===== src/fpu_pkg.sv =====
// FMA unit package with opcodes, cause codes, float64 format constants and lane count
`default_nettype none

package fpu_pkg;

	// ==============================
	// Opcodes and cause codes
	// ==============================

	// Opcodes the issue block understands
	typedef enum logic [2:0] {
		OP_FADD   = 3'd0,
		OP_FSUB   = 3'd1,
		OP_FMUL   = 3'd2,
		OP_FMADD  = 3'd3,
		OP_FMSUB  = 3'd4,
		OP_FNMADD = 3'd5
	} fpu_op_t;

	// A larger code wins when several causes apply to one result
	typedef enum logic [2:0] {
		CAUSE_NONE      = 3'd0,
		CAUSE_INEXACT   = 3'd1,
		CAUSE_UNDERFLOW = 3'd2,
		CAUSE_OVERFLOW  = 3'd3,
		CAUSE_INVALID   = 3'd4
	} cause_t;

	// Sticky flag vector, one bit per cause, bit 4 is reserved and reads zero
	localparam int FLAG_W = 5;
	localparam int FLAG_INVALID = 0;
	localparam int FLAG_OVERFLOW = 1;
	localparam int FLAG_UNDERFLOW = 2;
	localparam int FLAG_INEXACT = 3;

	// Destination register number that travels with each operation
	typedef logic [4:0] reg_tag_t;

	// ==============================
	// Lanes and float64 format
	// ==============================

	localparam int NUM_LANES = 4;
	localparam int LANE_IDX_W = $clog2(NUM_LANES);
	localparam int LANE_CYCLES = 4;

	localparam int EXP_W = 11;
	localparam int MAN_W = 52;
	localparam int EXP_BIAS = 1023;

	localparam logic [63:0] F64_ONE = 64'h3FF0_0000_0000_0000;
	localparam logic [63:0] F64_NEG_ZERO = 64'h8000_0000_0000_0000;
	// Canonical quiet NaN, positive with only the quiet bit set
	localparam logic [63:0] F64_QNAN = 64'h7FF8_0000_0000_0000;

endpackage

`default_nettype wire


===== src/fma_issue.sv =====
// FMA issue stage that decodes the opcode, prepares operands and dispatches round-robin
`timescale 1ns/1ps
`default_nettype none

module fma_issue (
	input  logic                                clk,
	input  logic                                rst,
	input  logic                                in_valid,
	input  fpu_pkg::fpu_op_t                    in_op,
	input  fpu_pkg::reg_tag_t                   in_rd,
	input  logic [63:0]                         in_a,
	input  logic [63:0]                         in_b,
	input  logic [63:0]                         in_c,
	output logic [fpu_pkg::NUM_LANES-1:0]       start,
	output logic [63:0]                         op_a,
	output logic [63:0]                         op_b,
	output logic [63:0]                         op_c,
	output fpu_pkg::reg_tag_t                   op_rd
);

	// Operands after neutral substitution and sign changes
	logic [63:0] a_n;
	logic [63:0] b_n;
	logic [63:0] c_n;

	// Lane that receives the next operation
	logic [fpu_pkg::LANE_IDX_W-1:0] ptr;

	// ==============================
	// Opcode decode
	// ==============================

	// Every opcode becomes a times b plus c
	// FADD and FSUB replace b with 1.0 and add or subtract c
	// FMUL adds negative zero so a negative zero product keeps its sign
	always_comb begin
		a_n = in_a;
		b_n = in_b;
		c_n = in_c;
		case (in_op)
			fpu_pkg::OP_FADD: begin
				b_n = fpu_pkg::F64_ONE;
			end
			fpu_pkg::OP_FSUB: begin
				b_n = fpu_pkg::F64_ONE;
				c_n[63] = ~in_c[63];
			end
			fpu_pkg::OP_FMUL: begin
				c_n = fpu_pkg::F64_NEG_ZERO;
			end
			fpu_pkg::OP_FMSUB: begin
				c_n[63] = ~in_c[63];
			end
			// Negating a and c negates the whole fused result
			fpu_pkg::OP_FNMADD: begin
				a_n[63] = ~in_a[63];
				c_n[63] = ~in_c[63];
			end
			default: begin
			end
		endcase
	end

	// ==============================
	// Dispatch
	// ==============================

	// One start pulse per valid operation, then the pointer moves on
	always_ff @(posedge clk) begin
		if (rst) begin
			start <= '0;
			ptr <= '0;
		end else begin
			start <= '0;
			if (in_valid) begin
				start[ptr] <= 1'b1;
				if (ptr == fpu_pkg::LANE_IDX_W'(fpu_pkg::NUM_LANES - 1))
					ptr <= '0;
				else
					ptr <= ptr + 1'b1;
			end
		end
	end

	// Shared operand buses, a lane only looks at them during its own start
	always_ff @(posedge clk) begin
		if (in_valid) begin
			op_a <= a_n;
			op_b <= b_n;
			op_c <= c_n;
			op_rd <= in_rd;
		end
	end

	// Two lanes must never capture the same operation
	a_start_onehot: assert property (@(posedge clk) disable iff (rst) $onehot0(start));

endmodule

`default_nettype wire


===== config.mk =====
export PLATFORM = sky130hd
export DESIGN_NAME = fma_issue
export DESIGN_NICKNAME = d
export VERILOG_FILES = /design/src/fpu_pkg.sv /design/src/fma_issue.sv
export SDC_FILE = /design/constraint.sdc
export NUM_CORES = 1
export LEC_CHECK = 0
export ABC_AREA = 1
export BUFFER_PORTS_ARGS = -buffer_cell sky130_fd_sc_hd__buf_2
export CORE_AREA = 2 2 159 161
export CTS_CLUSTER_SIZE = 28
export DETAILED_ROUTE_END_ITERATION = 16
export DIE_AREA = 0 0 161 163
export RECOVER_POWER = 25
export SLEW_MARGIN = 15
export SYNTH_ARGS = -nofsm -noshare
export SYNTH_HDL_FRONTEND = slang
export SYNTH_SLANG_ARGS = --single-unit

===== constraint.sdc =====
create_clock -name clk -period 1.6 [get_ports clk]
set_input_delay 0.08 -clock clk [delete_from_list [all_inputs] [get_ports clk]]
set_output_delay 0.08 -clock clk [all_outputs]
set_load 0.01 [all_outputs]

# Word-level counts from Yosys, hierarchy flattened
# Cells that the tools add are included.
[totals]
register_bits = 203
in_bits = 203
output_inout_bits = 201
wordCells = 28
[classes]
n_addsub = 1
magnitude_cmp = 2
eq_ne = 5
n_mux = 5
bitwise = 3
n_reduce_logical = 5
[op_table]
columns = ["operator", "n"]
rows = [
  ["3-bit == test (second input constant)", 2],
  ["2-bit OR reduction", 2],
  ["3-bit by 1-bit == test with 1-bit output (second input constant)", 1],
  ["3-bit by 2-bit == test with 1-bit output (second input constant)", 1],
  ["3-bit zero test", 1],
  ["2-bit by 3-bit less-than comparator with 1-bit output (second input constant)", 1],
  ["1-bit inverter", 3],
  ["3-bit OR reduction", 1],
  ["2-bit by 1-bit adder with 2-bit output (second input constant)", 1],
  ["1-bit demux with 2-bit select", 1],
  ["2-bit == test (second input constant)", 1],
  ["2-bit by 1-bit greater-or-equal comparator with 1-bit output (second input constant)", 1],
  ["1-bit 2-to-1 mux", 2],
  ["2-bit 2-to-1 mux", 1],
  ["1-bit one-hot mux with 2 select lines", 1],
  ["1-bit logical AND", 1],
]

# Longest topological paths before layout
# Gate-level depths: netlist of the first run.
[logic_depth]
word_depth = 4
mapped_depth = 5
mapped_depth_nobuf = 5

# Worst setup path before layout of the first run
# No wires, ideal clock.
[synth_timing]
path_kind = "reg-to-reg"
start = "register ptr[0] in the netlist's numbering"
end = "register ptr[1] in the netlist's numbering"
arrival_ns = 0.882
path_slack_ns = 0.598
stages_incl_launch_ff = 5
n_path_buf = 0
period_less_slack_ns = 1.002
path_cell_list = "dfxtp_1 inv_1 ha_1 o21ai_0 a21oi_1"
[synth_between]
elab_chain_len = 2
[synth_rtl]
columns = ["item", "line", "source"]
rows = [
  ["start: declaration", "fma_issue.sv:27", "logic [fpu_pkg::LANE_IDX_W-1:0] ptr;"],
  ["start signal: assignment", "fma_issue.sv:80", "ptr <= ptr + 1'b1;"],
  ["2-bit by 1-bit adder with 2-bit output / 2-bit == test (equally long branches)", "fma_issue.sv:80, fma_issue.sv:77", ""],
  ["2-bit 2-to-1 mux (*)", "fma_issue.sv:77", "if (ptr == fpu_pkg::LANE_IDX_W'(fpu_pkg::NUM_LANES - 1))"],
]
# Every way passes the cells marked *; elsewhere a longest branch is shown, timed or not.
# A chain may end at the register's enable or synchronous reset.

# Worst setup path in the final report of the first run
[layout_timing]
start = "register op_a[17]"
end = "output port op_a[17]"
[layout_lines]
columns = ["item", "line", "source"]
rows = [
  ["start: declaration", "fma_issue.sv:15", "output logic [63:0] op_a,"],
  ["start signal: assignment", "fma_issue.sv:88", "op_a <= a_n;"],
]
# No word-level cell between the ends.

==> results.md, run 1 <==
* Status: complete, no violations
* Commonest non-fill, non-tap cells in the layout: 395 x buf_2, 200 x dlygate4sd3_1, 197 x edfxtp_1
* Die width at 161 µm
* Min-delay worst type: input pin to flip-flop
* Crit path time final at 1.16 ns
* Fin crit share at 0.722
* Remaining DRCs at 0
* # Max-Cap Violations at 0
* Slowest cell on crit path: edfxtp_1
* WL/cell at 14.9 µm
* Number of distinct library cells after synthesis at 19
* Clock transition at path regs at 0.06 ns
* Top cell type's share of synthesized area at 0.810
* Vias in the first global route at 6174
* Drt via density at 3.97
* Syn. warnings at 0
* Crit path launch: op_a[17]
* CTS Buffer Depth at 3
* Slew @ Worst Pin at 0.355 ns
* GRT Overall Usage at 0.160
* Overall power at 13.1 mW
* CP Class: flip-flop to output port
* Setup Viol. Count Final at 0
* Syn avg cell area at 14.8 µm²
* RSZ-0062 raised after global routing: no
* Fin Clk Skew at 0.00939 ns
* Register Area at 6040 µm²
* Hold path cells at 5
* Sink Count at 203
* Synth area leader: edfxtp_1
* Min-delay src: in_op[1]
* # diodes at 0
* Initial antenna violation count at 0
* Hold_buf cts at 200
* CTS tree: built
* Layout cells sized above 1 at 0.407
* Initial DRC count at 281
* Power density cells at 1040 nW/µm²
* Fmax achieved at 0.865 GHz
* # resized after CTS at 0
* Seq/Total Area, Yosys at 0.826
* R2r endpoint: ptr[1]
* Crit-path cells: buf_2
* Syn nets at 702
* Port-buffer cells at 403
* Setup TNS at 0 ns
* Initial core utilization at 0.296
* Row Count at 58
* Hold WS at 0.0544 ns
* First-pass GRT wire length at 32600 µm
* Final Max Slew Viols at 0
* Hold Path Sink: op_c[63]
* Final ANT Viol Nets at 0
* CTS Buf Count at 23
* H-tree Lvls at 1
* Worst Path Required at 1.52 ns
* Max_slew headroom at 0.763
* DIE HEIGHT at 163 µm
* Core ar. at 24700 µm²
* Largest net degree at the start of global routing at 65
* Die area at 26200 µm²
* Most common cell after layout, fill and taps aside: buf_2
* Mapped cell area at 7300 µm²
* CTS root buf: clkbuf_16
* Syn Inst Count at 495
* R2R cell count at 4
* Placed cells at 1234
* Final Hold Fails at 0
* Top post-synthesis cells by area: edfxtp_1 81%, inv_1 6.6%, nor2_1 5.7%, dfxtp_1 1.6%, nor2_2 1.0%
* Area growth syn-to-layout at 72.2%
* Detail Placement HPWL at 14600 µm
* Via Count at 5863
* Max VDD drop at 0.670 mV
* CP Buf/Inv Count at 1
* P_leak at 5.83 nW
* Total gr overflow at 0
* Fill count at 2171
* Post-CTS Setup Bufs at 0
* Routability congestion estimate from global placement at 0.780
* Top delay family on crit path: flip-flops
* Footprint of the multi-input gates at 677 µm²
* FF-to-FF setup slack at 0.49 ns
* First-pass DRT Iterations at 4
* Final nets at 1336
* Total wire length at 22000 µm
* Worst path max stage delay at 0.41 ns
* I/O pin count at 404
* Worst skew pair latency at 0.50 ns
* CP arrival at 1.08 ns
* FF+latch count, synth at 203
* CP Capture Type: output port
* Post-Layout Cell Count at 1475
* Critical Path Start Type: flip-flop
* Reg-to-reg critical path startpoint: ptr[0]
* Worst-path fanout max at 1
## through the flow
stage                util  setup WS (ns)  instance area [µm²]
floorplan               -          0.598                 7300
global placement    0.401          0.406                 9890
detailed placement  0.401          0.397                 9890
CTS                 0.510          0.419                12600
global route        0.510          0.393                12600
finish              0.510          0.444                12600
## registers in the layout, indices dropped and copies added, names as in the netlist
| name | cells |
|---|---|
| op_b | 64 |
| ptr | 2 |
| op_c | 64 |
| start | 4 |
| op_a | 64 |
| op_rd | 5 |
## tightest hold or removal path: cells and delay by family
kind / cells / cell delay, ns
buffers and inverters: 1 / 0.13
and+or+nand+nor: 4 / 0.24
## routing by layer
layer	vias to the layer above	global-route usage	share of wire
li1	2843	-	-
met1	2696	0.173	0.36
met2	270	0.296	0.53
met3	54	0.0413	0.076
met4	0	0.0653	0.034
met5	-	0	0
## kinds of logic after synthesis
| kind of cell | count (synthesis) | synth area share |
|---|---|---|
| buffers and inverters | 141 | 0.0805 |
| AO/OA/AOI/OAI | 5 | 0.00343 |
| XOR/XNOR | 1 | 0.00120 |
| flip-flops | 203 | 0.826 |
| AND/OR/NAND/NOR | 141 | 0.0815 |
| adder cells (fa/ha/maj) | 4 | 0.00685 |
## area by class of cell
class	instances	share of cell area
sequential	203	0.480
timing repair buffer	621	0.339
inverter	129	0.0387
clock inverter	16	0.00886
clock buffer	25	0.0464
multi-input combinational	151	0.0538
tap	330	0.0328
## worst max-delay path by stage
stage / endpoint / slack, ns / depth (start not counted)
final: op_a[17] / 0.44 / 1
after global routing: ptr[1] / 0.39 / 4
after CTS: op_a[17] / 0.42 / 1
after detailed placement: op_c[33] / 0.40 / 6
after global placement: op_c[60] / 0.41 / 6
after floorplan: ptr[1] / 0.60 / 4
## Yosys cell counts (all sizes together)
cell      n
dfxtp     6
buf      12
nand2     6
nor2    124
nand3     1
inv     129
ha        4
o21ai     3
a21oi     2
edfxtp  197
xnor2     1
or2      10
## where the power goes
group | switching, mW | leakage, nW | internal [mW]
registers | 0.115 | 1.97 | 6.33
clock network | 2.07 | 0.340 | 2.80
logic | 0.855 | 3.52 | 0.909
total | 3.04 | 5.83 | 10.0
Power figures use the tool's default switching activity.
==> run 2, diff against run 1 <==
--- a/config.mk
+++ b/config.mk
@@ -7,10 +7,10 @@
 export LEC_CHECK = 0
 export ABC_AREA = 1
 export BUFFER_PORTS_ARGS = -buffer_cell sky130_fd_sc_hd__buf_2
-export CORE_AREA = 2 2 159 161
+export CORE_AREA = 2 2 156 158
 export CTS_CLUSTER_SIZE = 28
 export DETAILED_ROUTE_END_ITERATION = 16
-export DIE_AREA = 0 0 161 163
+export DIE_AREA = 0 0 158 160
 export RECOVER_POWER = 25
 export SLEW_MARGIN = 15
 export SYNTH_ARGS = -nofsm -noshare
==> constraint.sdc (replaced) <==
create_clock -name clk -period 1.05 [get_ports clk]
set_input_delay 0.0525 -clock clk [delete_from_list [all_inputs] [get_ports clk]]
set_output_delay 0.0525 -clock clk [all_outputs]
set_load 0.01 [all_outputs]
==> run 2 against run 1 <==
  * The flow now finishes with violations (negative setup slack)
  * Clock power increased by 58%
  * Cell count decreased by 0.47%
  * Combinational power increased by 53%
  * Core utilization increased by 1.7 points
  * Critical endpoint is now op_c[49]
  * Largest cell class unchanged
==> results.md, run 2 (synthesis results as in run 1) <==
* Detail Placement HPWL at 14600 µm
* Hold Path Sink: op_a[63]
* Min-delay src: in_op[0]
* Status: finished, violations left
* CTS Buffer Depth at 3
* Fin area at 12500 µm²
* Via Count at 5979
* FF-to-FF setup slack at 0.05 ns
* Fill count at 2063
* Power density cells at 1610 nW/µm²
* Worst-path fanout max at 1
* CP arrival at 1.11 ns
* H-tree Lvls at 1
* Initial DRC count at 289
* Dpl cell area at 9890 µm²
* Failing checks: negative setup slack
* Final ANT Viol Nets at 0
* Remaining DRCs at 0
* Critical Path Start Type: flip-flop
* # Max-Cap Violations at 0
* Die area at 25300 µm²
* DIE HEIGHT at 160 µm
* CTS root buf: clkbuf_16
* Fin Clk Skew at 0.00340 ns
* Max VDD drop at 0.864 mV
* Biggest regs: op_a x64, op_b x64, op_c x64
* Largest net degree at the start of global routing at 51
* Die width at 158 µm
* Setup TNS at -2.10 ns
* First-pass GRT wire length at 32800 µm
* Max_slew headroom at 0.623
* CTS tree: built
* Slew @ Worst Pin at 0.565 ns
* CP Class: flip-flop to output port
* Reg-to-reg critical path startpoint: ptr[0]
* Initial core utilization at 0.307
* Final nets at 1338
* Sink Count at 203
* P_leak at 5.81 nW
* Final worst slack at -0.114 ns
* Initial antenna violation count at 1
* Hold WS at 0.0498 ns
* Drt via density at 4.07
* Fin crit share at 1.11
* CP Buf/Inv Count at 1
* Commonest non-fill, non-tap cells in the layout: 386 x buf_2, 199 x dlygate4sd3_1, 197 x edfxtp_1
* Clock transition at path regs at 0.06 ns
* Row Count at 57
* Final Max Slew Viols at 0
* I/O pin count at 404
* Layout cells sized above 1 at 0.400
* Port-buffer cells at 403
* Worst path max stage delay at 0.44 ns
* Top delay family on crit path: flip-flops
* Worst skew pair latency at 0.49 ns
* Final Hold Fails at 0
* WL/cell at 15.2 µm
* Crit-path cells: buf_2
* RSZ-0062 raised after global routing: yes
* GRT Overall Usage at 0.169
* Area growth syn-to-layout at 71.8%
* Crit path time final at 1.16 ns
* Min-delay worst type: input pin to flip-flop
* Fmax achieved at 0.859 GHz
* Routability congestion estimate from global placement at 0.785
* Worst Path Required at 1.00 ns
* Total wire length at 22400 µm
* Final Util at 0.527
* Setup Viol. Count Final at 118
* Core ar. at 23800 µm²
* Hold path cells at 3
* Total gr overflow at 0
* CP Capture Type: output port
* CTS Buf Count at 23
* Vias in the first global route at 6246
* R2R cell count at 4
* First-pass DRT Iterations at 4
* Slowest cell on crit path: edfxtp_1
* Most common cell after layout, fill and taps aside: buf_2
* R2r endpoint: ptr[1]
[run 2: changes by cell type in the layout (fill, tap and decap cells not counted), sizes merged]
cell and delta:
clkinv -4, dlygate4sd3 -1, buf -11, clkinvlp -1, inv -2, diode +1, bufinv +2, clkbuf +15
[run 2: final cells by class]
| cell class | count | area, µm² | area share |
|---|---|---|---|
| tap | 324 | 405 | 0.0323 |
| inverter | 129 | 485 | 0.0387 |
| timing repair buffer | 623 | 4220 | 0.337 |
| antenna | 1 | 2.50 | 0.000199 |
| clock buffer | 26 | 587 | 0.0468 |
| clock inverter | 11 | 128 | 0.0102 |
| multi-input combinational | 151 | 674 | 0.0538 |
| sequential | 203 | 6040 | 0.481 |
[run 2: worst max path at each step]
stage                        start       end  slack (ns)  cells after the start
final                     op_c[49]  op_c[49]       -0.11                      1
after global routing      op_c[55]  op_c[55]       -0.14                      1
after CTS                 op_c[55]  op_c[55]       -0.13                      1
after detailed placement  in_op[2]  op_c[15]        0.02                      6
after global placement    in_op[2]  op_c[54]        0.03                      6
after floorplan             ptr[0]    ptr[1]        0.05                      4
[run 2: power by group]
part,total (mW),switching [mW],internal (mW)
registers,9.83,0.178,9.65
logic,2.69,1.31,1.37
clock network,7.70,3.00,4.70
[run 2: through the flow]
step	worst slack, ns	cells	power, mW
3_3_place_gp	0.0254	1231	12.0
5_1_grt	-0.141	1468	21.0
2_1_floorplan	0.0483	495	10.7
4_1_cts	-0.132	1467	20.5
3_5_place_dp	0.0164	1231	12.1
6_report	-0.114	1468	20.2
[run 2: repair_timing]
| action | 4_1_cts | 5_1_grt |
|---|---|---|
| resized for setup | 4 | 7 |
| hold endpoints to repair | 209 | 0 |
| cloned | 0 | 0 |
| endpoints found under the setup margin | 196 | 199 |
| hold buffers | 199 | 0 |
| setup buffers | 0 | 0 |
[run 2: layer usage]
| layer | GRT usage | vias up | share of wire |
|---|---|---|---|
| met2 | 0.311 | 287 | 0.52 |
| met4 | 0.0774 | 0 | 0.040 |
| met1 | 0.176 | 2782 | 0.36 |
| met5 | 0 | - | 0 |
| li1 | - | 2846 | - |
| met3 | 0.0448 | 64 | 0.083 |
[run 2: worst reg2reg max path: stages (launching register included)]
cell and delay [ns]:
dfxtp_2 0.32, inv_1 0.06, ha_1 0.28, o21ai_0 0.17, a21oi_1 0.05
==> run 3, diff against run 2 <==
--- a/config.mk
+++ b/config.mk
@@ -5,12 +5,11 @@
 export SDC_FILE = /design/constraint.sdc
 export NUM_CORES = 1
 export LEC_CHECK = 0
-export ABC_AREA = 1
 export BUFFER_PORTS_ARGS = -buffer_cell sky130_fd_sc_hd__buf_2
-export CORE_AREA = 2 2 156 158
+export CORE_AREA = 2 2 159 161
 export CTS_CLUSTER_SIZE = 28
 export DETAILED_ROUTE_END_ITERATION = 16
-export DIE_AREA = 0 0 158 160
+export DIE_AREA = 0 0 161 163
 export RECOVER_POWER = 25
 export SLEW_MARGIN = 15
 export SYNTH_ARGS = -nofsm -noshare
==> run 3 against run 2 <==
  * The run still ends with negative setup slack left
  * Clock power about the same
  * Count of clock-buffer cells in the layout is 1 lower
  * Design area rose by 1.2%
  * Core utilization is 1.2 points lower
  * Synthesized cell count fell by 26%
  * Fmax up 5.4%
  * Largest cell class unchanged
  * Largest power group unchanged
==> results.md, run 3 <==
* CP Class: flip-flop to output port
* Syn. warnings at 0
* P_leak at 5.42 nW
* Final ANT Viol Nets at 0
* Worst-path fanout max at 1
* Simple-gate share of the synthesized area at 0.140
* Min-delay worst type: input pin to flip-flop
* Top routing layer in use: met4
* Register Area at 6040 µm²
* Area growth syn-to-layout at 76.3%
* Most common cell after layout, fill and taps aside: buf_2
* Synth area leader: edfxtp_1
* Detail Placement HPWL at 15400 µm
* Dpl cell area at 9830 µm²
* Mapped cell area at 7200 µm²
* Top delay family on crit path: flip-flops
* Sink Count at 203
* Hold path cells at 3
* Worst skew pair latency at 0.50 ns
* Remaining DRCs at 0
* Worst path max stage delay at 0.38 ns
* Max_slew headroom at 0.548
* Crit-path cells: buf_2
* Mux cell area share after synthesis at 0.00278
* Metal3 WL at 1770 µm
* Fill count at 2116
* CTS root buf: clkbuf_16
* Min-delay src: in_op[0]
* Total gr overflow at 0
* Syn nets at 573
* First-pass DRT Iterations at 4
* CTS Buffer Depth at 3
* WL/cell at 17.0 µm
* I/O pin count at 404
* Largest net degree at the start of global routing at 45
* # diodes at 0
* H-tree Lvls at 1
* Total wire length at 22900 µm
* Adder-cell area share of the yosys netlist at 0.00695
* Vias in the first global route at 5851
* Slew @ Worst Pin at 0.676 ns
* Footprint of the multi-input gates at 1140 µm²
* Drt via density at 4.09
* Status: finished, violations left
* Hold WS at 0.00994 ns
* Number of distinct library cells after synthesis at 19
* Fmax achieved at 0.905 GHz
* Worst Path Required at 1.00 ns
* Setup Viol. Count Final at 117
* DIE HEIGHT at 163 µm
* Reg-to-reg critical path startpoint: ptr[0]
* Initial core utilization at 0.292
* Fin Clk Skew at 0.00344 ns
* GRT Overall Usage at 0.165
* Final Hold Fails at 0
* Final Util at 0.515
* Synth Area in XOR/XNOR at 0.00243
* R2r endpoint: ptr[0]
* Setup TNS at -2.11 ns
* Fin area at 12700 µm²
* Port-buffer cells at 403
* Main combinational cell family by area after synthesis: simple AND/OR/NAND/NOR gates
* Seq/Total Area, Yosys at 0.838
* Power density cells at 1600 nW/µm²
* FF+latch count, synth at 203
* Initial DRC count at 235
* Hold Path Sink: op_a[63]
* Via Count at 5508
* R2R cell count at 3
* Crit path time final at 1.10 ns
* Core ar. at 24700 µm²
* Syn avg cell area at 19.7 µm²
* Slowest cell on crit path: edfxtp_1
* Layout cells sized above 1 at 0.518
* Max VDD drop at 1.38 mV
* FF-to-FF setup slack at -0.01 ns
* Top cell type's share of synthesized area at 0.822
* Initial antenna violation count at 0
* Predominant post-synthesis flop cell: edfxtp_1
* CP Capture Type: output port
* First-pass GRT wire length at 33200 µm
* Final Max Slew Viols at 0
* CP Buf/Inv Count at 1
* Clock transition at path regs at 0.07 ns
* Die width at 161 µm
* Die area at 26200 µm²
* Async set-reset flop share out of synthesis at 0
* EDFF count, synth at 197
* Post-synth top cells: 197 x edfxtp_1, 64 x nor2b_1, 54 x and2b_2
* Failing checks: negative setup slack
* Routed met1 length at 8310 µm
* Synth Area in Compound Gates at 0.000695
* CTS Buf Count at 23
* Top post-synthesis cells by area: edfxtp_1 82%, and2b_2 6.6%, nor2b_1 5.6%, dfxtp_1 1.7%, or2_2 0.87%
* Final nets at 1207
* CTS tree: built
* CP arrival at 1.05 ns
* Commonest non-fill, non-tap cells in the layout: 383 x buf_2, 200 x dlygate4sd3_1, 197 x edfxtp_1
* Met2 Wirelength at 12400 µm
* Fin crit share at 1.05
* Critical Path Start Type: flip-flop
* # Max-Cap Violations at 0
* RSZ-0062 raised after global routing: yes
* Most frequent cell after synthesis: edfxtp_1
* Syn Inst Count at 366
* Routability congestion estimate from global placement at 0.761
* Final worst slack at -0.0547 ns
* Biggest regs: op_a x64, op_b x64, op_c x64
* Row Count at 58
==> run 3: cell count changes after synthesis, moves of 12 or more <==
cell / change
inv_1: -126
nor2b_1: +64
nor2_2: -12
nor2_1: -107
and2b_2: +54
==> run 3: cell families after synthesis <==
group,after synthesis
compound gates,1
fa+ha+maj,4
simple gates,140
xor+xnor,2
buf+inv,14
flops,203
mux,2
==> run 3: per-layer routing <==
metal,up-vias,track usage
li1,2584,-
met1,2627,0.182
met3,37,0.0446
met4,0,0.0390
met2,260,0.317
met5,-,0
==> run 3: report_power, final <==
part | leakage (nW) | switching (mW) | internal (mW)
clock | 0.357 | 3.20 | 4.51
combinational | 3.09 | 1.26 | 1.53
sequential | 1.97 | 0.179 | 9.64
total | 5.42 | 4.64 | 15.7
==> run 3: worst max-delay path by stage <==
| stage | start | to | cells after the start |
|---|---|---|---|
| finish | op_b[54] | op_b[54] | 1 |
| global route | op_b[28] | op_b[28] | 1 |
| CTS | op_b[54] | op_b[54] | 1 |
| detailed placement | ptr[0] | ptr[0] | 3 |
| floorplan | ptr[0] | ptr[0] | 3 |
| global placement | in_op[2] | op_b[39] | 4 |
==> run 3: per-stage QoR <==
stage / power [mW] / setup slack [ns] / instances
finish: 20.3 / -0.0547 / 1346
global route: 21.1 / -0.114 / 1346
CTS: 20.5 / -0.0921 / 1345
detailed placement: 12.1 / -0.0287 / 1103
global placement: 12.1 / -0.0109 / 1103
floorplan: 10.7 / 0.0112 / 366
==> run 3: timing repair <==
item | CTS | global route
buffers inserted | 1 | 0
setup endpoints to repair | 198 | 248
gates resized for setup | 23 | 14
gates cloned | 0 | 1
pin swaps | 1 | 1
hold buffers | 200 | 0
endpoints found under the hold margin | 212 | 0
==> run 3: cell type report <==
| type | count | area share |
|---|---|---|
| inverter | 2 | 0.000591 |
| tap | 330 | 0.0325 |
| clock buffer | 25 | 0.0459 |
| clock inverter | 16 | 0.0107 |
| multi-input combinational | 149 | 0.0896 |
| sequential | 203 | 0.476 |
| timing repair buffer | 621 | 0.344 |
