--- src/fpu_pkg.sv ---
// FMA unit package with opcodes, cause codes, float64 format constants and lane count
`default_nettype none

package fpu_pkg;

	// ==============================
	// Opcodes and cause codes
	// ==============================

	// Opcodes the issue block understands
	typedef enum logic [2:0] {
		OP_FADD   = 3'd0,
		OP_FSUB   = 3'd1,
		OP_FMUL   = 3'd2,
		OP_FMADD  = 3'd3,
		OP_FMSUB  = 3'd4,
		OP_FNMADD = 3'd5
	} fpu_op_t;

	// A larger code wins when several causes apply to one result
	typedef enum logic [2:0] {
		CAUSE_NONE      = 3'd0,
		CAUSE_INEXACT   = 3'd1,
		CAUSE_UNDERFLOW = 3'd2,
		CAUSE_OVERFLOW  = 3'd3,
		CAUSE_INVALID   = 3'd4
	} cause_t;

	// Sticky flag vector, one bit per cause, bit 4 is reserved and reads zero
	localparam int FLAG_W = 5;
	localparam int FLAG_INVALID = 0;
	localparam int FLAG_OVERFLOW = 1;
	localparam int FLAG_UNDERFLOW = 2;
	localparam int FLAG_INEXACT = 3;

	// Destination register number that travels with each operation
	typedef logic [4:0] reg_tag_t;

	// ==============================
	// Lanes and float64 format
	// ==============================

	localparam int NUM_LANES = 4;
	localparam int LANE_IDX_W = $clog2(NUM_LANES);
	localparam int LANE_CYCLES = 4;

	localparam int EXP_W = 11;
	localparam int MAN_W = 52;
	localparam int EXP_BIAS = 1023;

	localparam logic [63:0] F64_ONE = 64'h3FF0_0000_0000_0000;
	localparam logic [63:0] F64_NEG_ZERO = 64'h8000_0000_0000_0000;
	// Canonical quiet NaN, positive with only the quiet bit set
	localparam logic [63:0] F64_QNAN = 64'h7FF8_0000_0000_0000;

endpackage

`default_nettype wire

--- src/fma_collect.sv ---
// FMA result collector that picks the finishing lane, registers it and keeps sticky flags
`timescale 1ns/1ps
`default_nettype none

module fma_collect (
	input  logic                                         clk,
	input  logic                                         rst,
	input  logic [fpu_pkg::NUM_LANES-1:0]                done,
	input  logic [fpu_pkg::NUM_LANES-1:0][63:0]          lane_result,
	input  fpu_pkg::cause_t [fpu_pkg::NUM_LANES-1:0]     lane_cause,
	input  fpu_pkg::reg_tag_t [fpu_pkg::NUM_LANES-1:0]   lane_rd,
	input  logic                                         flags_clear,
	output logic                                         res_valid,
	output logic [63:0]                                  res_value,
	output fpu_pkg::reg_tag_t                            res_rd,
	output fpu_pkg::cause_t                              res_cause,
	output logic [fpu_pkg::FLAG_W-1:0]                   flags
);

	logic any_done;
	logic [63:0] sel_result;
	logic [2:0] sel_cause;
	fpu_pkg::reg_tag_t sel_rd;
	logic [fpu_pkg::FLAG_W-1:0] new_flags;

	// ==============================
	// Lane select
	// ==============================

	// done is one-hot, so an AND-OR mux picks the finishing lane
	always_comb begin
		sel_result = '0;
		sel_cause = '0;
		sel_rd = '0;
		for (int k = 0; k < fpu_pkg::NUM_LANES; k++) begin
			if (done[k]) begin
				sel_result = sel_result | lane_result[k];
				sel_cause = sel_cause | lane_cause[k];
				sel_rd = sel_rd | lane_rd[k];
			end
		end
	end

	assign any_done = |done;

	// Only the winning cause of each result reaches the flags
	always_comb begin
		new_flags = '0;
		if (any_done) begin
			case (fpu_pkg::cause_t'(sel_cause))
				fpu_pkg::CAUSE_INVALID: new_flags[fpu_pkg::FLAG_INVALID] = 1'b1;
				fpu_pkg::CAUSE_OVERFLOW: new_flags[fpu_pkg::FLAG_OVERFLOW] = 1'b1;
				fpu_pkg::CAUSE_UNDERFLOW: new_flags[fpu_pkg::FLAG_UNDERFLOW] = 1'b1;
				fpu_pkg::CAUSE_INEXACT: new_flags[fpu_pkg::FLAG_INEXACT] = 1'b1;
				default: new_flags = '0;
			endcase
		end
	end

	// ==============================
	// Output and flag registers
	// ==============================

	always_ff @(posedge clk) begin
		if (rst) begin
			res_valid <= 1'b0;
			flags <= '0;
		end else begin
			res_valid <= any_done;
			// A clear in the same cycle as a new cause still records the new cause
			if (flags_clear)
				flags <= new_flags;
			else
				flags <= flags | new_flags;
		end
	end

	always_ff @(posedge clk) begin
		if (any_done) begin
			res_value <= sel_result;
			res_rd <= sel_rd;
			res_cause <= fpu_pkg::cause_t'(sel_cause);
		end
	end

	// Equal lane latency and round-robin issue allow one finisher per cycle at most
	a_done_onehot: assert property (@(posedge clk) disable iff (rst) $onehot0(done));

endmodule

`default_nettype wire

--- config.mk ---
export PLATFORM = sky130hd
export DESIGN_NAME = fma_collect
export DESIGN_NICKNAME = d
export VERILOG_FILES = /design/src/fpu_pkg.sv /design/src/fma_collect.sv
export SDC_FILE = /design/constraint.sdc
export NUM_CORES = 1
export LEC_CHECK = 0
export ABC_AREA = 1
export ABC_CLOCK_PERIOD_IN_PS = 2200
export BUFFER_PORTS_ARGS = -buffer_cell sky130_fd_sc_hd__buf_2
export CAP_MARGIN = 5
export CORE_AREA = 2 2 143 145
export DETAILED_ROUTE_END_ITERATION = 10
export DIE_AREA = 0 0 145 147
export GPL_TIMING_DRIVEN = 0
export PLACE_DENSITY = 0.5
export SYNTH_ARGS = -nofsm -noshare
export SYNTH_HDL_FRONTEND = slang
export SYNTH_SLANG_ARGS = --single-unit
--- constraint.sdc ---
create_clock -name clk -period 2.2 [get_ports clk]
set_input_delay 0.11 -clock clk [delete_from_list [all_inputs] [get_ports clk]]
set_output_delay 0.11 -clock clk [all_outputs]
set_load 0.01 [all_outputs]
Word level (Yosys, flattened, before mapping)
Index checks and enable logic that the tools add are counted.
{ "classes": {"reduce_logical": 1, "muxes": 18, "magnitude_cmp": 0, "shifts": 0, "n_bitwise": 10, "mul": 0, "eq_ne": 4, "n_div": 0, "n_addsub": 0} }
{ "op_table": {"columns": ["cell", "n"], "rows": [
  ["two-way mux 64 bit", 4],
  ["OR 64 bit", 3],
  ["two-way mux 5 bit", 5],
  ["OR 5 bit", 4],
  ["two-way mux 3 bit", 4],
  ["OR 3 bit", 3],
  ["equality test 3 x 2 -> 1 bit (second input constant)", 2],
  ["two-way mux 1 bit", 4],
  ["two-way mux 4 bit", 1],
  ["OR reduction 4 bit", 1],
  ["equality test 3 x 1 -> 1 bit (second input constant)", 1],
  ["equality test 3 bit (second input constant)", 1]
]} }
{ "word_totals": {"in_bits": 295, "out_inout_bits": 78, "romBits": 0, "ram_bits": 0, "word_cells": 38, "reg_bits": 78, "n_memories": 0, "latch_bits": 0} }

Longest topological paths before layout
Gate-level depths: netlist (run 1).
{ "depth": {"ltp_word": 12, "mapped_depth": 7, "mapped_depth_nobuf": 6} }

Worst setup path after synthesis (run 1)
OpenSTA, ideal clock, no wires.
{ "synth_path": {"path_type": "in2reg", "startpoint": "input done[3] (netlist name)", "endpoint": "register res_cause[0], enable pin", "arrival_time_ns": 1.866, "setup_ns": 0.426, "path_buffers": 2, "required_ns": 1.774, "path_stages": 4, "slack_ns": -0.092, "cell_sequence": "buf_6 -> buf_2 -> nor4_4 -> inv_1"} }
{ "synth_via": {"elab_chain_cells": 1} }
{ "synth_lines": {"columns": ["item", "line_no", "text"], "rows": [
  ["from (decl)", "fma_collect.sv:8", "input logic [fpu_pkg::NUM_LANES-1:0] done,"],
  ["OR reduction 4 bit", "fma_collect.sv:44", "assign any_done = |done;"],
  ["via any_done", "fma_collect.sv:20", "logic any_done;"],
  ["to (signal assigned)", "fma_collect.sv:82", "res_cause <= fpu_pkg::cause_t'(sel_cause);"],
  ["to (decl)", "fma_collect.sv:16", "output fpu_pkg::cause_t res_cause,"]
]} }
The timed path passes the listed nets, and every way through them passes these cells.
A chain may end at the register's enable or synchronous reset.

Final worst setup path (run 1)
{ "layout_path": {"startpoint": "input done[2] (netlist name)", "endpoint": "register res_value[23], enable pin"} }
{ "layout_via": {"elab_chain_cells": 1} }
{ "layout_lines": {"columns": ["item", "line_no", "text"], "rows": [
  ["OR reduction 4 bit", "fma_collect.sv:44", null],
  ["via any_done", "fma_collect.sv:20", null],
  ["to (signal assigned)", "fma_collect.sv:80", "res_value <= sel_result;"],
  ["to (decl)", "fma_collect.sv:14", "output logic [63:0] res_value,"]
]} }
The timed path passes the listed nets, and every way through them passes these cells.

==> out/qor.txt, run 1 <==
=================================================================================
Layout cell share with drive strength beyond 1                              0.479
Horizontal extent of the die                                               145 µm
Power per cell area                                                    663 nW/µm²
Most common cell after layout, fill and taps aside                   sky130_fd_sc_hd__buf_2
Synthesized area per cell                                                8.26 µm²
Via count                                                                    4972
Overall power after layout                                                4.44 mW
Maximum number of pins on one net before global-route repair                   41
Setup bufs post-CTS                                                             0
Flop-to-flop setup slack                                                  1.61 ns
Required @ worst endpoint                                                 2.26 ns
Worst path top cell family by delay                                  buffers and inverters
Routability congestion estimate from global placement                       0.850
Number of clock buffers inserted by TritonCTS                                   9
Buffers on Ports                                                              367
Area taken by flip-flops and latches                                     2260 µm²
Status                                                               finished, final reports clean
Overall die area                                                        21300 µm²
Origin of the worst min-delay path                                     lane_rd[1]
Mapped Cells                                                                  502
Worst VDD drop                                                           0.395 mV
RSZ-0062 raised after global routing                                        false
Nature of the critical path endpoint                                    flip-flop
Buffer cell driving the clock tree root                              sky130_fd_sc_hd__clkbuf_16
Remaining routing DRC violations                                                0
Number of buffer and inverter instances along the worst setup path              4
Final worst clock skew                                                       0 ns
GRT Util Overall                                                            0.164
Worst hold path depth                                                           3
Static leakage                                                            3.34 nW
Worst hold margin                                                       0.0502 ns
Initial antenna violation count                                                 0
CTS H-tree lvls                                                                 3
Relative slew margins                                                       0.488
Peak fanout along the critical path                                            40
Antenna Cells                                                                   0
WL/cell                                                                   15.4 µm
P&R area growth vs syn                                                      61.5%
Min cycle time layout                                                     1.88 ns
Post-synthesis register bit count                                              77
Number of buffers on the longest clock path                                     2
Classification of the worst setup path                                  in -> reg
Highest attainable clock frequency                                        532 MHz
Fin area                                                                 6700 µm²
Standard cell area after detailed placement                              6350 µm²
Share of flip-flops with an asynchronous set or reset                           0
Arr. time, crit path                                                      1.94 ns
Worst r2r path cells                                                            2
First-pass GRT wire length                                                27.1 mm
Crit path max-delay cell type                                        sky130_fd_sc_hd__clkinvlp_4
Starting utilization of the core area                                       0.209
Drt first-iter violations                                                     140
Die Y                                                                      147 µm
Cell breakdown of the critical path                                  buf_6 > buf_4 > nor4_4 > clkinvlp_4 > buf_12
Drt first pass iters                                                            4
Final routed wirelength across all metal layers                           17.9 mm
Dominant synthesized flop cell                                       sky130_fd_sc_hd__edfxtp_1
Highest-count cells in the layout ignoring fill and taps             393 x sky130_fd_sc_hd__buf_2, 297 x sky130_fd_sc_hd__nand2_1, 72 x sky130_fd_sc_hd__edfxtp_1, 69 x sky130_fd_sc_hd__nand4_1, 9 x sky130_fd_sc_hd__clkbuf_16
Global route total overflow                                                     0
Final setup fails                                                               0
Transition time at the pin with the least slew margin                    0.767 ns
Synthesized cell area                                                    4150 µm²
Remaining antenna violation count                                               0
Type of origin of the critical path                                     input pin
FF-to-FF End                                                             flags[3]
Delay of the slowest cell on the worst path                               0.69 ns
Nets                                                                         1177
I/O pin count                                                                 373
Type of the most critical hold path                                     in -> reg
Worst reg2reg path startpoint                                            flags[3]
WHS Endpoint                                                            res_rd[1]
Yosys synthesis warning count                                                   0
Clock tree from TritonCTS                                                   built
Seq/Total Area, Yosys                                                       0.545
Via count of the first global-routing pass                                   4919
Post-layout util                                                            0.338
Later-pin clock latency in the skew report                                0.33 ns
Detailed-route vias per instance                                             4.30
Final period util                                                           0.855
Multi-input logic area                                                   1650 µm²
Detailed-placement wirelength estimate                                    14.3 mm
Area of the core region                                                 19800 µm²
Clock tree sinks                                                               77
Number of nets produced by synthesis                                          797
Max-slew violations                                                             0
Distinct cells, synth                                                          16
Number of flops mapped to enable cells by yosys                                72
Final hold violation count                                                      0
Cell row count                                                                 52
CTS clk-pin slew, worst paths                                             0.06 ns
Layout filler cell count                                                     2145
Number of max-cap violations                                                    0
=================================================================================
-- worst max-delay path by stage --
stage	start	end	slack (ns)	cells after the start
final	done[2]	res_value[23]	0.32	5
after floorplan	done[2]	res_cause[0]	0.00008	4
after global placement	done[2]	res_value[27]	-0.76	4
after CTS	done[2]	res_value[23]	0.26	5
after detailed placement	done[2]	res_value[27]	-0.1	5
after global routing	done[2]	res_value[23]	0.13	5
-- cell type report --
type / count / share of cell area
Inverter: 8 / 0.00504
Sequential cell: 77 / 0.338
Timing Repair Buffer: 369 / 0.279
Buffer: 33 / 0.0301
Tap cell: 270 / 0.0504
Multi-Input combinational cell: 384 / 0.247
Clock inverter: 4 / 0.0142
Clock buffer: 12 / 0.0368
-- cell families after synthesis --
| logic type | share of synthesized area |
|---|---|
| AND/OR/NAND/NOR | 0.393 |
| flip-flops | 0.545 |
| buffers and inverters | 0.0558 |
| AO/OA/AOI/OAI | 0.00483 |
| other | 0.000904 |
-- worst register-to-register path, delay by kind of cell, from the launching register on --
| family | cells | cell delay (ns) |
|---|---|---|
| flip-flops | 1 | 0.33 |
| AND/OR/NAND/NOR | 1 | 0.05 |
| AO/OA/AOI/OAI | 1 | 0.14 |
-- timing repair --
action                                 in CTS  in global routing
endpoints found under the hold margin       3                  0
resized for setup                           0                  0
hold buffers                                1                  0
-- Yosys cell counts, types with 3 or more instances --
cell type	count	area, µm²
sky130_fd_sc_hd__inv_1	5	18.8
sky130_fd_sc_hd__nor2_1	3	11.3
sky130_fd_sc_hd__nand4_1	69	432
sky130_fd_sc_hd__inv_2	3	11.3
sky130_fd_sc_hd__dfxtp_1	5	100
sky130_fd_sc_hd__nand2_1	297	1110
sky130_fd_sc_hd__a21oi_1	4	20.0
sky130_fd_sc_hd__edfxtp_1	72	2160
sky130_fd_sc_hd__nand3_1	4	20.0
sky130_fd_sc_hd__buf_6	5	56.3
sky130_fd_sc_hd__nand2_2	4	25.0
sky130_fd_sc_hd__buf_2	26	130
-- stage by stage --
stage                     cells  setup TNS (ns)  worst slack, ns
after floorplan             502               0        0.0000819
after global placement     1139          -54.51           -0.765
after detailed placement   1140           -3.67          -0.0969
after CTS                  1157               0            0.259
after global routing       1157               0            0.132
final                      1157               0            0.320
-- sequential cells by signal, indices dropped and copies added (netlist names) --
name	flops
res_valid	1
flags	4
res_value	64
res_cause	3
res_rd	5
-- report_power, final --
part	leakage [nW]	switching (mW)	internal, mW	total (mW)
registers	0.743	0.0352	1.77	1.81
logic	2.43	0.487	0.408	0.895
clock network	0.167	0.597	1.14	1.74
-- metal layers --
layer	wire length, µm	track usage
met1	7350	0.199
met2	8680	0.277
met3	1350	0.0422
met4	495	0.0678
met5	0	0
Note: power is estimated with default switching activity, not from simulation.
==> inputs of run 2 (changes only) <==
CORE_AREA = 2 2 144 146   (was 2 2 143 145)
DIE_AREA = 0 0 146 148   (was 0 0 145 147)
PLACE_DENSITY = 0.49   (was 0.5)
==> out/qor.txt, run 2 (synthesis results as in run 1) <==
==================================================================================
CTS H-tree lvls                                                                  3   unchanged
Starting utilization of the core area                                        0.207   -0.00204
Delay of the slowest cell on the worst path                                0.56 ns   -0.13 ns
Final hold violation count                                                       0   unchanged
Static leakage                                                             3.34 nW   +0.10%
Highest-count cells in the layout ignoring fill and taps              393 x sky130_fd_sc_hd__buf_2, 297 x sky130_fd_sc_hd__nand2_1, 72 x sky130_fd_sc_hd__edfxtp_1, 69 x sky130_fd_sc_hd__nand4_1, 9 x sky130_fd_sc_hd__clkbuf_16
P&R area growth vs syn                                                       61.7%
Worst r2r path cells                                                             2   unchanged
Number of max-cap violations                                                     0   unchanged
Area taken by flip-flops and latches                                      2260 µm²   unchanged
Remaining antenna violation count                                                0   unchanged
Largest registers in the final layout                                 res_value (64), res_rd (5), flags (4)
Number of clock buffers inserted by TritonCTS                                    9   unchanged
Setup bufs post-CTS                                                              0   unchanged
Transition time at the pin with the least slew margin                     0.568 ns   -0.199 ns
Worst path top cell family by delay                                   buffers and inverters
GRT Util Overall                                                             0.158   -0.00590
Initial antenna violation count                                                  0   unchanged
Required @ worst endpoint                                                  2.29 ns   +0.03 ns
Max-slew violations                                                              0   unchanged
Remaining routing DRC violations                                                 0   unchanged
Largest reg by FF count                                                  res_value
Detailed-route vias per instance                                              4.23   -1.5%
Non-Filler Instances                                                          1158   +0.086%
Drt first pass iters                                                             4   unchanged
First-pass GRT wire length                                                 26.2 mm   -3.1%
Post-layout util                                                             0.335   -0.00273
Later-pin clock latency in the skew report                                 0.33 ns   about the same
Most common cell after layout, fill and taps aside                    sky130_fd_sc_hd__buf_2
Power per cell area                                                     651 nW/µm²   -1.7%
Routability congestion estimate from global placement                        0.829   -2.5%
Origin of the worst min-delay path                                    lane_result[36]
Buffer cell driving the clock tree root                               sky130_fd_sc_hd__clkbuf_16
Critical path's most frequent cell                                    sky130_fd_sc_hd__buf_12
Post-placement cell count                                                     1141   +0.088%
Standard cell area after detailed placement                               6370 µm²   +0.32%
Final period util                                                            0.840   -0.0143
Final setup fails                                                                0   unchanged
Layout filler cell count                                                      2213   +3.2%
Via count of the first global-routing pass                                    4784   -2.7%
I/O pin count                                                                  373   unchanged
Layout cell share with drive strength beyond 1                               0.482   +0.00284
Final routed wirelength across all metal layers                            17.8 mm   -0.25%
Nets                                                                          1178   +0.085%
Detailed-placement wirelength estimate                                     14.2 mm   -0.99%
Buffers on Ports                                                               367   unchanged
Die Y                                                                       148 µm   +0.68%
Clock tree sinks                                                                77   unchanged
Number of buffer and inverter instances along the worst setup path               5   +1
Overall power after layout                                                 4.37 mW   -1.5%
Highest attainable clock frequency                                         541 MHz   +1.7%
Multi-input logic area                                                    1650 µm²   unchanged
CTS clk-pin slew, worst paths                                              0.07 ns   about the same
Final worst clock skew                                                        0 ns   unchanged
Horizontal extent of the die                                                146 µm   +0.69%
Area of the core region                                                  20000 µm²   +0.98%
Cell row count                                                                  52   unchanged
# resized after CTS                                                              0   unchanged
WHS Endpoint                                                          res_value[36]
Fin area                                                                  6710 µm²   +0.17%
Global route total overflow                                                      0   unchanged
Flip-flop count of the largest register, all copies and words added             64   unchanged
WL/cell                                                                    15.4 µm   -0.33%
Drt first-iter violations                                                      209   +49%
Antenna Cells                                                                    0   unchanged
Type of origin of the critical path                                      input pin
Worst hold path depth                                                            3   unchanged
Flop-to-flop setup slack                                                   1.63 ns   +0.02 ns
Worst VDD drop                                                            0.407 mV   +3.1%
Relative slew margins                                                        0.621   +0.133
Nature of the critical path endpoint                                     flip-flop
Peak fanout along the critical path                                             25   -38%
Maximum number of pins on one net before global-route repair                    26   -37%
Crit path max-delay cell type                                         sky130_fd_sc_hd__clkinvlp_4
Classification of the worst setup path                                   in -> reg
Via count                                                                     4901   -1.4%
Number of buffers on the longest clock path                                      2   unchanged
FF-to-FF End                                                              flags[3]
Overall die area                                                         21600 µm²   +1.4%
Clock tree from TritonCTS                                                    built
Cell breakdown of the critical path                                   buf_6 > buf_4 > nor4_4 > clkinvlp_4 > buf_12 > buf_12
RSZ-0062 raised after global routing                                         false
Status                                                                finished, final reports clean
Arr. time, crit path                                                       1.93 ns   about the same
Type of the most critical hold path                                      in -> reg
Worst reg2reg path startpoint                                             flags[3]
Min cycle time layout                                                      1.85 ns   -0.0314 ns
==================================================================================
run 2: cell types whose count changed in the layout (fill, tap and decap cells not counted):
cell                         change
sky130_fd_sc_hd__clkinvlp_4      +1
sky130_fd_sc_hd__bufinv_16       -1
sky130_fd_sc_hd__buf_12          +1
sky130_fd_sc_hd__clkbuf_1        -2
sky130_fd_sc_hd__clkinv_2        -1
sky130_fd_sc_hd__clkinv_4        +1
sky130_fd_sc_hd__inv_6           +2
run 2: tightest hold or removal path, cell delays in order:
cell	delay (ns)
sky130_fd_sc_hd__buf_2	0.08
sky130_fd_sc_hd__nand2_1	0.04
sky130_fd_sc_hd__nand4_1	0.05
run 2: final cells by class:
type,instances,share of cell area
Buffer,33,0.0300
Sequential cell,77,0.337
Clock inverter,6,0.0140
Tap cell,270,0.0504
Clock buffer,10,0.0356
Multi-Input combinational cell,384,0.247
Timing Repair Buffer,370,0.281
Inverter,8,0.00504
run 2: stage by stage:
stage	hold WS, ns	setup WS [ns]	TNS (ns)
5_1_grt	0.0415	0.189	0
2_1_floorplan	0.179	0.0000819	0
3_5_place_dp	0.350	-0.0742	-1.80
6_report	0.0481	0.351	0
3_3_place_gp	0.347	-0.819	-58.51
4_1_cts	0.0305	0.298	0
run 2: worst max-delay path by stage:
stage,startpoint,to,cells past startpoint
final,done[2],res_value[24],6
after global routing,done[2],res_value[24],6
after CTS,done[2],res_value[24],6
after detailed placement,done[2],res_value[24],6
after global placement,done[2],res_value[12],4
after floorplan,done[2],res_cause[0],4
run 2: repair_timing:
item	4_1_cts	5_1_grt
hold buffers	1	0
setup endpoints to repair	0	0
hold endpoints to repair	5	0
run 2: metal layers:
layer,vias up,part of all wire,GRT usage
met1,2193,0.41,0.188
li1,2453,-,-
met3,15,0.077,0.0417
met2,240,0.50,0.282
met4,0,0.015,0.0437
met5,-,0,0
run 2: power breakdown:
| group | switching, mW | leakage [nW] | internal [mW] |
|---|---|---|---|
| clock network | 0.636 | 0.160 | 1.04 |
| registers | 0.0356 | 0.743 | 1.77 |
| logic | 0.482 | 2.44 | 0.409 |
| total | 1.15 | 3.34 | 3.22 |
==> inputs of run 3 (changes only) <==
ABC_CLOCK_PERIOD_IN_PS = 1700   (was 2200)
clock period = 1.7 ns   (was 2.2 ns; I/O delays follow)
==> out/qor.txt, run 3 (synthesis results as in run 1) <==
==================================================================================
Global route total overflow                                                      0   unchanged
Routability congestion estimate from global placement                        0.828   -0.11%
Later-pin clock latency in the skew report                                 0.33 ns   about the same
CTS H-tree lvls                                                                  3   unchanged
Buffer cell driving the clock tree root                               sky130_fd_sc_hd__clkbuf_16
Area of the core region                                                  20000 µm²   unchanged
Standard cell area after detailed placement                               6350 µm²   -0.20%
Type of the most critical hold path                                      in -> reg
First-pass GRT wire length                                                 26.5 mm   +1.0%
Most common cell after layout, fill and taps aside                    sky130_fd_sc_hd__buf_2
Sw power                                                                   1.43 mW   +24%
Horizontal extent of the die                                                146 µm   unchanged
Internal power summed over all cells                                       4.09 mW   +27%
Static leakage                                                             3.32 nW   -0.47%
Post-Route M1 WL                                                           7.23 mm   -1.4%
GRT Util Overall                                                             0.159   +0.00156
Switching fraction of total power                                            0.258   -0.00576
Combinational share of power                                                 0.210   +0.006
Clock tree from TritonCTS                                                    built
Number of buffers on the longest clock path                                      2   unchanged
Power per cell area                                                     826 nW/µm²   +27%
Delay of the slowest cell on the worst path                                0.55 ns   about the same
Highest attainable clock frequency                                         663 MHz
Peak fanout along the critical path                                             19   -24%
Required @ worst endpoint                                                  1.64 ns   -0.65 ns
Largest registers in the final layout                                 res_value (64), res_rd (5), flags (4)
Clock tree sinks                                                                77   unchanged
Met3 WL post-DR                                                            1.23 mm   -9.9%
Final period util                                                            0.887
Detailed-placement wirelength estimate                                     14.2 mm   about the same
Crit path max-delay cell type                                         sky130_fd_sc_hd__clkinvlp_4
Die Y                                                                       148 µm   unchanged
Remaining antenna violation count                                                0   unchanged
Starting utilization of the core area                                        0.207   unchanged
Arr. time, crit path                                                       1.44 ns   -0.49 ns
Post-Place Setup Slack                                                   -0.623 ns   -0.549 ns
Area taken by flip-flops and latches                                      2260 µm²   unchanged
Met2 wire len                                                              9.28 mm   +4.7%
Buffers on Ports                                                               367   unchanged
Setup Total Neg Slack                                                         0 ns   unchanged
Layout cell share with drive strength beyond 1                               0.479   -0.00338
Via count of the first global-routing pass                                    4778   -0.13%
Largest reg by FF count                                                  res_value
Highest-count cells in the layout ignoring fill and taps              393 x sky130_fd_sc_hd__buf_2, 297 x sky130_fd_sc_hd__nand2_1, 72 x sky130_fd_sc_hd__edfxtp_1, 69 x sky130_fd_sc_hd__nand4_1, 9 x sky130_fd_sc_hd__clkbuf_16
Initial antenna violation count                                                  0   unchanged
Fin area                                                                  6680 µm²   -0.37%
Overall die area                                                         21600 µm²   unchanged
Cell row count                                                                  52   unchanged
Final setup fails                                                                0   unchanged
Detailed-route vias per instance                                              4.19   -0.94%
Maximum number of pins on one net before global-route repair                    36   +38%
P&R area growth vs syn                                                       61.1%
Nets                                                                          1179   +0.085%
Drt first pass iters                                                             4   unchanged
I/O pin count                                                                  373   unchanged
Min cycle time layout                                                      1.51 ns
Final worst clock skew                                                        0 ns   unchanged
Remaining routing DRC violations                                                 0   unchanged
RSZ-0062 raised after global routing                                         false
Clock network fraction of total power                                        0.366   -0.016
Antenna Cells                                                                    0   unchanged
Worst hold margin                                                        0.0222 ns   -0.0259 ns
WL/cell                                                                    15.6 µm   +1.2%
Final routed wirelength across all metal layers                            18.0 mm   +1.2%
Sequential group share of total power                                        0.423   +0.010
Classification of the worst setup path                                   in -> reg
Top layer reached by signal wires                                             met4
Worst VDD drop                                                            0.410 mV   +0.80%
Nature of the critical path endpoint                                     flip-flop
Least setup slack across all paths after layout                           0.191 ns   -0.160 ns
Number of max-cap violations                                                     0   unchanged
Multi-input logic area                                                    1650 µm²   unchanged
Cell breakdown of the critical path                                   buf_6 > buf_2 > nor4_4 > clkinvlp_4
Final hold violation count                                                       0   unchanged
CTS clk-pin slew, worst paths                                              0.06 ns   about the same
Status                                                                finished, final reports clean
Drt first-iter violations                                                      176   -16%
Layout filler cell count                                                      2219   +0.27%
Overall power after layout                                                 5.52 mW   +26%
Type of origin of the critical path                                      input pin
Number of clock buffers inserted by TritonCTS                                    9   unchanged
Via count                                                                     4855   -0.94%
Max-slew violations                                                              0   unchanged
Flip-flop count of the largest register, all copies and words added             64   unchanged
==================================================================================
run 3: cell count changes in the layout (fill, tap and decap cells not counted), sizes merged:
| cell | previous run | this run |
|---|---|---|
| clkinv | 1 | 3 |
| inv | 9 | 7 |
run 3: timing repair:
item | CTS | global route
hold buffers | 1 | 0
setup endpoints to repair | 72 | 0
resized for setup | 1 | 0
hold endpoints to repair | 5 | 0
setup buffers | 1 | 0
run 3: per-layer routing:
layer,up-vias,track usage
li1,2456,-
met1,2163,0.186
met2,216,0.290
met3,20,0.0349
met4,0,0.0524
met5,-,0
run 3: through the flow:
step | utilization | cells
finish | 0.334 | 1158
global placement | 0.316 | 1139
global route | 0.334 | 1158
CTS | 0.334 | 1158
detailed placement | 0.317 | 1140
floorplan | - | 502
run 3: path summary, 6_finish.rpt:
kind         slack, ns           end      startpoint  cells past startpoint
max               0.19     res_rd[1]         done[3]                      4
min               0.02  res_value[6]  lane_result[6]                      3
max reg2reg       1.12      flags[3]        flags[3]                      2
min reg2reg       0.47      flags[1]        flags[1]                      2
run 3: layout make-up:
cell class	instances	share of cell area
clock inverters	5	0.0114
inverters	8	0.00505
multi-input cells	384	0.247
well taps	270	0.0505
flip-flops and latches	77	0.338
repair inverters	1	0.00112
repair buffers	370	0.280
plain buffers	33	0.0313
clock buffers	10	0.0343
run 3: critical path, delay by kind of cell:
kind                   cells  cell delay (ns)
buffers and inverters      3             0.89
AND/OR/NAND/NOR            1             0.45
run 3: power groups by stage:
stage          sequential [mW]  combinational, mW  clock (mW)
3_5_place_dp              2.38               1.17           0
3_3_place_gp              2.37               1.17           0
6_report                  2.34               1.16        2.02
2_1_floorplan             2.50              0.366           0
5_1_grt                   2.36               1.28        2.18
4_1_cts                   2.34               1.18        2.11
